### src/include/frontend_defs.svh
`ifndef FRONTEND_DEFS_SVH
`define FRONTEND_DEFS_SVH
// opcode match values, compared against the field named in the suffix
`define OPC_ADD_W_31_15  17'h00020
`define OPC_ADDI_W_31_22 10'h00a
`define OPC_LD_W_31_22   10'h0a2
`define OPC_ST_W_31_22   10'h0a6
`define OPC_BEQ_31_26    6'h16
`define OPC_BL_31_26     6'h15
`define OPC_JIRL_31_26   6'h13
`define OPC_IDLE_31_15   17'h00c91
// register select codes
`define REG_R0_NONE 2'd0
`define REG_R0_RK   2'd1
`define REG_R0_RD   2'd2
`define REG_R1_NONE 1'b0
`define REG_R1_RJ   1'b1
`define REG_W_NONE  2'd0
`define REG_W_RD    2'd1
`define REG_W_R1    2'd2
`endif
### src/logic/frontend_pkg.sv
package frontend_pkg;

  // opcode class from the decoder
  typedef enum logic [3:0] {
    CLS_ALU3R   = 4'd0,
    CLS_ALUI    = 4'd1,
    CLS_LOAD    = 4'd2,
    CLS_STORE   = 4'd3,
    CLS_BRANCH  = 4'd4,
    CLS_BL      = 4'd5,
    CLS_JIRL    = 4'd6,
    CLS_IDLE    = 4'd7,
    CLS_INVALID = 4'd8
  } inst_class_e;

  // r_reg[0] follows r0_sel, r_reg[1] follows r1_sel
  typedef struct packed {
    logic [1:0][4:0] r_reg;
    logic [4:0]      w_reg;
  } reg_info_t;

  // select values are the REG_* macros of frontend_defs.svh
  typedef struct packed {
    inst_class_e cls;
    logic [1:0]  r0_sel;
    logic        r1_sel;
    logic [1:0]  w_sel;
  } decode_info_t;

  // one aligned fetch block, slot 0 is the lower word
  typedef struct packed {
    logic [31:0]      pc;
    logic [1:0]       slot_mask;
    logic [1:0][31:0] inst;
  } fetch_pkt_t;

  typedef struct packed {
    logic [31:0] pc;
    logic [31:0] inst;
  } queue_entry_t;

  typedef struct packed {
    logic [31:0]  pc;
    logic [31:0]  inst;
    decode_info_t info;
    reg_info_t    regs;
    logic [25:0]  imm;
  } issue_pkt_t;

  // address is always 8-byte aligned
  typedef struct packed {
    logic        valid;
    logic [31:0] addr;
  } bus_req_t;

  typedef struct packed {
    logic        valid;
    logic [63:0] data;
  } bus_resp_t;

  typedef struct packed {
    logic        redirect;
    logic [31:0] target;
    logic        wait_req;
    logic        irq;
    logic [1:0]  issue;
  } backend_ctrl_t;

endpackage

### src/logic/core_frontend.sv
module core_frontend import frontend_pkg::*; #(
  parameter logic [31:0] RESET_PC    = 32'h1c00_0000,
  parameter int          QUEUE_DEPTH = 8
) (
  input  logic             clk,
  input  logic             rst_n,
  input  backend_ctrl_t    ctrl_i,
  output bus_req_t         bus_req_o,
  input  bus_resp_t        bus_resp_i,
  output issue_pkt_t [1:0] inst_o,
  output logic [1:0]       inst_valid_o
);

  logic [31:0]        pc;
  logic [1:0]         slot_mask;
  logic               fetch_en;
  logic               accept;
  logic               pkt_valid;
  fetch_pkt_t         pkt;
  logic               q_ready;
  logic [1:0]         wr_num;
  queue_entry_t [1:0] wr_data;
  logic [1:0]         rd_valid;
  queue_entry_t [1:0] rd_data;
  logic [1:0]         pop_num;
  issue_pkt_t [1:0]   dec_pkt;

  fetch_pc_gen #(.RESET_PC(RESET_PC)) u_pc_gen (
    .clk         (clk),
    .rst_n       (rst_n),
    .ctrl_i      (ctrl_i),
    .accept_i    (accept),
    .pc_o        (pc),
    .slot_mask_o (slot_mask),
    .fetch_en_o  (fetch_en)
  );

  inst_fetch u_fetch (
    .clk         (clk),
    .rst_n       (rst_n),
    .flush_i     (ctrl_i.redirect),
    .fetch_en_i  (fetch_en),
    .pc_i        (pc),
    .slot_mask_i (slot_mask),
    .bus_req_o   (bus_req_o),
    .bus_resp_i  (bus_resp_i),
    .accept_o    (accept),
    .pkt_valid_o (pkt_valid),
    .pkt_o       (pkt),
    .pkt_ready_i (q_ready)
  );

  // an upper-word-only block moves into the first queue position
  assign wr_data[0].pc   = {pkt.pc[31:3], !pkt.slot_mask[0], 2'b00};
  assign wr_data[0].inst = pkt.slot_mask[0] ? pkt.inst[0] : pkt.inst[1];
  assign wr_data[1].pc   = {pkt.pc[31:3], 3'b100};
  assign wr_data[1].inst = pkt.inst[1];
  assign wr_num = (pkt_valid && !ctrl_i.redirect) ?
                  ({1'b0, pkt.slot_mask[0]} + {1'b0, pkt.slot_mask[1]}) : 2'd0;

  multi_port_fifo #(
    .entry_t (queue_entry_t),
    .DEPTH   (QUEUE_DEPTH)
  ) u_queue (
    .clk           (clk),
    .rst_n         (rst_n),
    .flush_i       (ctrl_i.redirect),
    .write_num_i   (wr_num),
    .write_data_i  (wr_data),
    .write_ready_o (q_ready),
    .read_valid_o  (rd_valid),
    .read_data_o   (rd_data),
    .read_num_i    (pop_num)
  );

  for (genvar p = 0; p < 2; p++) begin : g_dec
    inst_decoder u_dec (
      .inst_i (rd_data[p].inst),
      .info_o (dec_pkt[p].info),
      .regs_o (dec_pkt[p].regs)
    );
    assign dec_pkt[p].pc   = rd_data[p].pc;
    assign dec_pkt[p].inst = rd_data[p].inst;
    assign dec_pkt[p].imm  = rd_data[p].inst[25:0];
  end

  issue_buffer u_issue (
    .clk             (clk),
    .rst_n           (rst_n),
    .flush_i         (ctrl_i.redirect),
    .entries_i       (dec_pkt),
    .entries_valid_i (rd_valid),
    .issue_i         (ctrl_i.issue),
    .pop_num_o       (pop_num),
    .inst_o          (inst_o),
    .inst_valid_o    (inst_valid_o)
  );

endmodule

### src/logic/issue_buffer.sv
module issue_buffer import frontend_pkg::*; (
  input  logic             clk,
  input  logic             rst_n,
  input  logic             flush_i,
  input  issue_pkt_t [1:0] entries_i,
  input  logic [1:0]       entries_valid_i,
  input  logic [1:0]       issue_i,
  output logic [1:0]       pop_num_o,
  output issue_pkt_t [1:0] inst_o,
  output logic [1:0]       inst_valid_o
);

  issue_pkt_t [1:0] slot_q;
  issue_pkt_t [1:0] slot_d;
  logic [1:0]       valid_q;
  logic [1:0]       valid_d;
  logic [1:0]       issued;
  logic [1:0]       remain;
  logic [1:0]       avail;
  logic [1:0]       pop;

  always_comb begin
    // slot 0 goes first, a mask bit on an empty slot counts for nothing
    issued = 2'd0;
    if (valid_q[0] && issue_i[0]) begin
      issued = (valid_q[1] && issue_i[1]) ? 2'd2 : 2'd1;
    end
    // valid_q is always 00, 01 or 11
    remain = {1'b0, valid_q[0]} + {1'b0, valid_q[1]} - issued;
    avail  = {1'b0, entries_valid_i[0]} + {1'b0, entries_valid_i[1]};

    slot_d = slot_q;
    if (issued == 2'd1) begin
      slot_d[0] = slot_q[1];
    end

    pop = 2'd0;
    case (remain)
      2'd0: begin
        slot_d = entries_i;
        pop    = avail;
      end
      2'd1: begin
        slot_d[1] = entries_i[0];
        pop       = (avail != 2'd0) ? 2'd1 : 2'd0;
      end
      default: begin
      end
    endcase

    valid_d = (remain + pop == 2'd2) ? 2'b11 : ((remain + pop == 2'd1) ? 2'b01 : 2'b00);
  end

  always_ff @(posedge clk) begin
    if (!rst_n || flush_i) begin
      valid_q <= 2'b00;
    end else begin
      valid_q <= valid_d;
    end
  end

  always_ff @(posedge clk) begin
    slot_q <= slot_d;
  end

  assign pop_num_o    = flush_i ? 2'd0 : pop;
  assign inst_o       = slot_q;
  assign inst_valid_o = valid_q;

endmodule

### src/logic/inst_decoder.sv
`include "frontend_defs.svh"

module inst_decoder import frontend_pkg::*; (
  input  logic [31:0]  inst_i,
  output decode_info_t info_o,
  output reg_info_t    regs_o
);

  inst_class_e cls;

  // opcode match, longest fields first
  always_comb begin
    if (inst_i[31:15] == `OPC_ADD_W_31_15) begin
      cls = CLS_ALU3R;
    end else if (inst_i[31:15] == `OPC_IDLE_31_15) begin
      cls = CLS_IDLE;
    end else if (inst_i[31:22] == `OPC_ADDI_W_31_22) begin
      cls = CLS_ALUI;
    end else if (inst_i[31:22] == `OPC_LD_W_31_22) begin
      cls = CLS_LOAD;
    end else if (inst_i[31:22] == `OPC_ST_W_31_22) begin
      cls = CLS_STORE;
    end else if (inst_i[31:26] == `OPC_BEQ_31_26) begin
      cls = CLS_BRANCH;
    end else if (inst_i[31:26] == `OPC_BL_31_26) begin
      cls = CLS_BL;
    end else if (inst_i[31:26] == `OPC_JIRL_31_26) begin
      cls = CLS_JIRL;
    end else begin
      cls = CLS_INVALID;
    end
  end

  always_comb begin
    info_o.cls    = cls;
    info_o.r0_sel = `REG_R0_NONE;
    info_o.r1_sel = `REG_R1_NONE;
    info_o.w_sel  = `REG_W_NONE;
    case (cls)
      CLS_ALU3R: begin
        info_o.r0_sel = `REG_R0_RK;
        info_o.r1_sel = `REG_R1_RJ;
        info_o.w_sel  = `REG_W_RD;
      end
      CLS_ALUI, CLS_LOAD, CLS_JIRL: begin
        info_o.r1_sel = `REG_R1_RJ;
        info_o.w_sel  = `REG_W_RD;
      end
      // store data and branch compare both come from rd
      CLS_STORE, CLS_BRANCH: begin
        info_o.r0_sel = `REG_R0_RD;
        info_o.r1_sel = `REG_R1_RJ;
      end
      CLS_BL: begin
        info_o.w_sel = `REG_W_R1;
      end
      default: begin
      end
    endcase
  end

  // unused selects read as register 0
  always_comb begin
    case (info_o.r0_sel)
      `REG_R0_RK: regs_o.r_reg[0] = inst_i[14:10];
      `REG_R0_RD: regs_o.r_reg[0] = inst_i[4:0];
      default:    regs_o.r_reg[0] = 5'd0;
    endcase
    regs_o.r_reg[1] = (info_o.r1_sel == `REG_R1_RJ) ? inst_i[9:5] : 5'd0;
    case (info_o.w_sel)
      `REG_W_RD: regs_o.w_reg = inst_i[4:0];
      `REG_W_R1: regs_o.w_reg = 5'd1;
      default:   regs_o.w_reg = 5'd0;
    endcase
  end

endmodule

### src/logic/multi_port_fifo.sv
module multi_port_fifo #(
  parameter type entry_t = logic [31:0],
  parameter int  DEPTH   = 8
) (
  input  logic            clk,
  input  logic            rst_n,
  input  logic            flush_i,
  input  logic [1:0]      write_num_i,
  input  entry_t [1:0]    write_data_i,
  output logic            write_ready_o,
  output logic [1:0]      read_valid_o,
  output entry_t [1:0]    read_data_o,
  input  logic [1:0]      read_num_i
);

  localparam int PTR_W = $clog2(DEPTH);

  entry_t [DEPTH-1:0] mem_q;
  logic [PTR_W-1:0]   head_q;
  logic [PTR_W-1:0]   tail_q;
  logic [PTR_W:0]     count_q;
  logic [PTR_W:0]     wr_cnt;
  logic [PTR_W:0]     rd_cnt;
  logic [PTR_W-1:0]   tail_p1;
  logic [PTR_W-1:0]   head_p1;

  // room for a full two-entry write
  assign write_ready_o = (count_q <= (PTR_W + 1)'(DEPTH - 2));

  assign wr_cnt  = write_ready_o ? (PTR_W + 1)'(write_num_i) : '0;
  assign rd_cnt  = (PTR_W + 1)'(read_num_i);
  assign tail_p1 = tail_q + 1'b1;
  assign head_p1 = head_q + 1'b1;

  always_ff @(posedge clk) begin
    if (!rst_n || flush_i) begin
      head_q  <= '0;
      tail_q  <= '0;
      count_q <= '0;
    end else begin
      head_q  <= head_q + PTR_W'(rd_cnt);
      tail_q  <= tail_q + PTR_W'(wr_cnt);
      count_q <= count_q + wr_cnt - rd_cnt;
    end
  end

  // entries are written in order from the tail
  always_ff @(posedge clk) begin
    if (wr_cnt != '0) begin
      mem_q[tail_q] <= write_data_i[0];
    end
    if (wr_cnt == (PTR_W + 1)'(2)) begin
      mem_q[tail_p1] <= write_data_i[1];
    end
  end

  // two oldest entries, shown without a register
  assign read_data_o[0] = mem_q[head_q];
  assign read_data_o[1] = mem_q[head_p1];

  assign read_valid_o[0] = (count_q != '0);
  assign read_valid_o[1] = (count_q > (PTR_W + 1)'(1));

endmodule

### src/logic/inst_fetch.sv
module inst_fetch import frontend_pkg::*; (
  input  logic        clk,
  input  logic        rst_n,
  input  logic        flush_i,
  input  logic        fetch_en_i,
  input  logic [31:0] pc_i,
  input  logic [1:0]  slot_mask_i,
  output bus_req_t    bus_req_o,
  input  bus_resp_t   bus_resp_i,
  output logic        accept_o,
  output logic        pkt_valid_o,
  output fetch_pkt_t  pkt_o,
  input  logic        pkt_ready_i
);

  typedef enum logic [1:0] {
    S_IDLE = 2'd0,
    S_WAIT = 2'd1,
    S_HOLD = 2'd2
  } state_e;

  state_e      state_q;
  logic        discard_q;
  logic [31:0] stale_addr_q;
  fetch_pkt_t  pkt_q;
  logic        drop;

  // a response is dropped if a flush came before or with it
  assign drop     = discard_q || flush_i;
  assign accept_o = (state_q == S_WAIT) && bus_resp_i.valid && !drop;

  always_ff @(posedge clk) begin
    if (!rst_n) begin
      state_q   <= S_IDLE;
      discard_q <= 1'b0;
    end else begin
      case (state_q)
        S_IDLE: begin
          if (fetch_en_i) begin
            state_q <= S_WAIT;
          end
        end
        S_WAIT: begin
          if (bus_resp_i.valid) begin
            discard_q <= 1'b0;
            if (!drop) begin
              state_q <= S_HOLD;
            end else if (!fetch_en_i) begin
              state_q <= S_IDLE;
            end
          end else if (flush_i) begin
            discard_q <= 1'b1;
          end
        end
        default: begin
          if (flush_i || pkt_ready_i) begin
            state_q <= fetch_en_i ? S_WAIT : S_IDLE;
          end
        end
      endcase
    end
  end

  // keep the outstanding address once the pc has moved to a redirect target
  always_ff @(posedge clk) begin
    if (state_q == S_WAIT && flush_i && !discard_q) begin
      stale_addr_q <= {pc_i[31:3], 3'b000};
    end
    if (accept_o) begin
      pkt_q.pc        <= {pc_i[31:3], 3'b000};
      pkt_q.slot_mask <= slot_mask_i;
      pkt_q.inst      <= bus_resp_i.data;
    end
  end

  assign bus_req_o.valid = (state_q == S_WAIT);
  assign bus_req_o.addr  = discard_q ? stale_addr_q : {pc_i[31:3], 3'b000};

  assign pkt_valid_o = (state_q == S_HOLD);
  assign pkt_o       = pkt_q;

endmodule

### src/logic/fetch_pc_gen.sv
module fetch_pc_gen import frontend_pkg::*; #(
  parameter logic [31:0] RESET_PC = 32'h1c00_0000
) (
  input  logic          clk,
  input  logic          rst_n,
  input  backend_ctrl_t ctrl_i,
  input  logic          accept_i,
  output logic [31:0]   pc_o,
  output logic [1:0]    slot_mask_o,
  output logic          fetch_en_o
);

  logic [31:0] pc_q;
  logic        idle_q;

  // redirect beats the sequential step
  always_ff @(posedge clk) begin
    if (!rst_n) begin
      pc_q <= RESET_PC;
    end else if (ctrl_i.redirect) begin
      pc_q <= ctrl_i.target;
    end else if (accept_i) begin
      pc_q <= {pc_q[31:3] + 29'd1, 3'b000};
    end
  end

  // idle wait, interrupt wins when both arrive
  always_ff @(posedge clk) begin
    if (!rst_n) begin
      idle_q <= 1'b0;
    end else if (ctrl_i.irq) begin
      idle_q <= 1'b0;
    end else if (ctrl_i.wait_req) begin
      idle_q <= 1'b1;
    end
  end

  assign pc_o = pc_q;

  // upper word only when the pc points into the second half
  assign slot_mask_o = pc_q[2] ? 2'b10 : 2'b11;

  assign fetch_en_o = !idle_q;

endmodule

### config.mk
export PLATFORM = sky130hd
export DESIGN_NAME = core_frontend
export DESIGN_NICKNAME = d
export VERILOG_FILES = /design/src/logic/frontend_pkg.sv /design/src/logic/core_frontend.sv /design/src/logic/issue_buffer.sv /design/src/logic/inst_decoder.sv /design/src/logic/multi_port_fifo.sv /design/src/logic/inst_fetch.sv /design/src/logic/fetch_pc_gen.sv
export VERILOG_INCLUDE_DIRS = /design/src /design/src/include
export SDC_FILE = /design/constraint.sdc
export NUM_CORES = 2
export LEC_CHECK = 0
export ABC_AREA = 1
export BUFFER_PORTS_ARGS = -buffer_cell sky130_fd_sc_hd__buf_2
export CORE_ASPECT_RATIO = 1.4
export CORE_MARGIN = 8
export CORE_UTILIZATION = 40
export CTS_CLUSTER_DIAMETER = 100
export DETAILED_ROUTE_END_ITERATION = 10
export HOLD_SLACK_MARGIN = 0.03
export PLACE_DENSITY = 0.59
export SYNTH_ARGS = -nofsm -noshare
export SYNTH_HDL_FRONTEND = slang
export SYNTH_SLANG_ARGS = --single-unit
export TNS_END_PERCENT = 50
### constraint.sdc
create_clock -name clk -period 7.4 [get_ports clk]
set_clock_uncertainty 0.1 [all_clocks]
set_input_delay 0.74 -clock clk [delete_from_list [all_inputs] [get_ports clk]]
set_output_delay 0.74 -clock clk [all_outputs]
set_load 0.1 [all_outputs]
==> metrics list <==
- Buffers placed on the I/O ports in this run total around 360.
* Starting DRT DRC Count: between 3000 and 4000
- Sum of overflow across all layers after global routing: 0
- X dimension of the die: 298 um
- Number of detailed-route iterations in the first pass: 8
- Setup repair after global routing left no endpoint under its margin.
- Once placement completed, the tool counted placed cells totaling 7484.
- Boundary pin count: approximately 370
- Standard-cell row count: between 100 and 150
* Post-synthesis instance area: about 45000 um^2
- Detailed placement ended at an HPWL of 102000 um.
- Largest net degree at the start of global routing: about 190
* Cell area after layout: about 50000 um^2
- CP Launch Type: register
* Max Slew Vio Count: 0
- Kind of capture point of the worst setup path: register
* Final setup violation count: 0
- Walking the worst path, the cells encountered are ha_4 -> clkinv_1 -> buf_4 -> o211ai_1 -> nand2_1 -> o21ai_2 -> nor2_1 -> nand3_1 -> o21a_1 -> inv_1 -> ha_1 -> inv_1 -> o22ai_1 -> nand3_1 -> o21ai_0.
- Together, buffers and inverters on the worst path number 4.
- CTS saw 857 sinks.
* Register area: between 20000 and 25000 um^2
- The final layout contains routed wiring with a total length of between 150000 and 200000 um.
* Cell Count, Final, Fillers Out: roughly 7700
- For the pin with the worst max-slew slack, the measured transition is between 1000 and 1500 ps.
* Mapped Avg Cell Area: between 7 and 8 um^2
- Maximum VDD drop: 0.765 mV
- Broken down by cell family, the worst path's largest delay share belongs to buffers and inverters.
- For this design the static power due to leakage is between 0.02 and 0.025 uW.
- After detailed routing, the average wire length per cell comes to between 20 and 25 um.
- For this run, the top clock speed supported by timing is between 0.15 and 0.2 GHz.
- Post-CTS setup buffer count: 0
* Unique masters post-synth: 54
- In the final layout, the multi-input gates occupy between 15000 and 20000 um^2.
- In the final design database the tool counted 6243 nets.
* Signed area change from the synthesized netlist to the final layout: 11.1%
- Post-route DRC: 0
* Post_cts resized: 0
* Antenna violation net count after detailed routing: 0
- Critical path class: register to register
- Final Hold Vio Count: 0
* Clk root buf: clkbuf_16
- Summing all placed instances gives a cell area of 46400 um^2.
- Clock-pin slew was measured on the worst setup and hold paths at roughly 60 ps.
- The total area inside the core boundary comes to about 110000 um^2.
- The longest clock path from root to sink contains 3 buffers.
* Hold-fix buffers at CTS: 0
- Area of the die: approximately 120000 um^2
- Counting flops and latches in the post-synthesis netlist gives 857.
* Antenna violations before repair: 4
- For this run, the total global-route usage over all layers was measured as 25.1%.
- Post-Synthesis Cells: just over 6000
- For this configuration, the core starts out at a cell density of 40.1%.
* Detailed-route via count: about 42000
* Result of the run: finished, final reports clean
* Top cells by area, synth: dfxtp_1, edfxtp_1, nand2_1, o21ai_0, inv_1
- After layout, the worst path uses about 68% of the clock period.
* Total negative slack: 0 ps
- Clock insertion delay at the later pin of the skew report: a little over 700 ps
- After synthesis, flip-flops and latches occupy between 40 and 50% of the total area.
- Number of buffers created by CTS: between 90 and 100
* Post-synthesis cell type with the largest combined area: dfxtp_1
- Minimum clock period: roughly 5000 ps
* Wire length of the first global-routing pass: between 200000 and 250000 um
- Path category of the worst min-delay check: input pin to register
- Relative slew slack: 16.6%
* Layout cell share with drive strength beyond 1: a little over a tenth
* Arrival @ worst endpoint: roughly 5300 ps
* Reported max-cap violation count: 0
* Htree depth: 3
- Via count of the first global-routing pass: 38873
- Power spread over the standard cell area amounts to approximately 440 nW/um^2.
- TritonCTS built the clock tree.
* Number of filler instances in the final layout: approximately 11000
- Cell at the slowest stage of the critical path: clkinv_1
- Number of warnings reported in the yosys synthesis log: 0
- At the end of routability-driven placement, the weighted congestion stood at between 0.9 and 1.
- Worst EP required: roughly 7700 ps
- Crit path max fanout: 47
- From bottom edge to top edge, the die measures about 410 um.
- Max incr delay on CP: between 900 and 1000 ps
- Synth top area share: between 20% and 30%
* Routed via count divided by cell count: 5.47
[cells in the final DEF (no fill, tap or decap), types with 17 or more instances in the layout]
cell type and n:
buf_4 63, ha_1 27, nor3_1 17, dfxtp_1 556, nand3_1 207, nand4_1 33, edfxtp_1 299, clkbuf_16 93
o22ai_1 144, a21oi_1 323, nor2_1 313, o21ai_1 120, buf_2 361, o21ai_0 835, clkinv_2 18, o211ai_1 198
a221oi_1 35, or2_2 30, inv_1 658, a31oi_1 71, nand2_1 1586
[flip-flops by register name, summed over array words and instances, names as in the netlist]
| name | flops |
|---|---|
| u_fetch.pkt_o | 94 |
| u_queue.tail_q | 3 |
| u_queue.mem_q | 512 |
| u_queue.count_q | 4 |
| u_fetch.stale_addr_q | 29 |
| u_queue.head_q | 3 |
| u_issue.inst_valid_o | 2 |
| u_pc_gen.idle_q | 1 |
| u_fetch.discard_q | 1 |
| u_fetch.state_q | 2 |
| u_issue.inst_o | 176 |
| u_pc_gen.pc_o | 30 |
[layout make-up]
type / count / share of cell area, %
diodes: 3 / 0.0152
well taps: 1470 / 3.71
flip-flops and latches: 857 / 40.7
inverters: 683 / 5.22
multi-input cells: 4049 / 39.5
clock inverters: 50 / 1.06
clock buffers: 121 / 5.16
repair buffers: 425 / 4.64
[logic make-up (layout without fill, tap and decap cells)]
logic type                 Yosys count  in the layout  share of synthesized area (%)
and+or+nand+nor                   2232           2232                           20.1
AOI/OAI and AO/OA                 1758           1758                           22.0
buffers and inverters             1190           1279                           11.2
DFF                                857            857                           45.2
adders and majority gates           32             32                          0.966
xor gates and xnor gates            15             15                          0.295
muxes                                9              9                          0.202
other                                1              6                        0.00842
[where the power goes]
group / switching (uW) / internal (uW) / leakage, uW / total (uW)
combinational: 8400 / 1900 / 0.0134 / 10300
clock: 2080 / 2700 / 0.00151 / 4770
sequential: 539 / 6020 / 0.00756 / 6560
total: 11000 / 10600 / 0.0224 / 21600
[cell usage after synthesis, drive strengths merged]
cell type and number:
a211oi 11, a21boi 5, a21oi 324, a221oi 35, a311oi 2, a31oi 71
and2 1, buf 266, clkbuf 241, clkinv 4, conb 1, dfxtp 558
edfxtp 299, fa 4, ha 28, inv 679, mux2i 9, nand2 1601
nand3 209, nand3b 1, nand4 35, nor2 324, nor3 18, nor3b 1
nor4 5, o211ai 198, o21a 2, o21ai 959, o21bai 2, o221ai 2
o22ai 144, o311a 2, o41ai 1, or2 37, xnor2 2, xor2 13
[metrics by stage]
stage                     hold slack (ps)  worst slack, ps  total power [uW]  util (%)
final                                 106             2390             21600      44.6
after global routing                 86.1             1990             22600      44.6
after CTS                            55.2             2470             21700      44.6
after detailed placement              329             2420             16900      41.8
after global placement                327             2480             16800      41.8
after floorplan                       318             1760             14800         -
[routing by layer]
| metal | wire, um | share of wire (%) | global-route usage [%] | vias up |
|---|---|---|---|---|
| li1 | - | - | - | 20242 |
| met1 | 62200 | 38 | 29.2 | 19606 |
| met2 | 77900 | 48 | 43.2 | 1670 |
| met3 | 10600 | 6.5 | 3.44 | 387 |
| met4 | 11400 | 7.0 | 16.5 | 0 |
| met5 | 0 | 0 | 0 | - |
[path summary, 6_finish.rpt]
path,to,start,slack (ps),cells after the start
max,u_issue.inst_o[148]$_DFFE_PN_,u_queue.head_q[0]$_SDFF_PP0_,2390,15
min,u_fetch.pkt_o[55]$_DFFE_PP_,bus_resp_i[55],110,1
max reg2reg,u_issue.inst_o[148]$_DFFE_PN_,u_queue.head_q[0]$_SDFF_PP0_,2390,15
min reg2reg,u_queue.mem_q[353]$_DFF_P_,u_queue.mem_q[353]$_DFF_P_,340,2
Power figures use the tool's default switching activity.
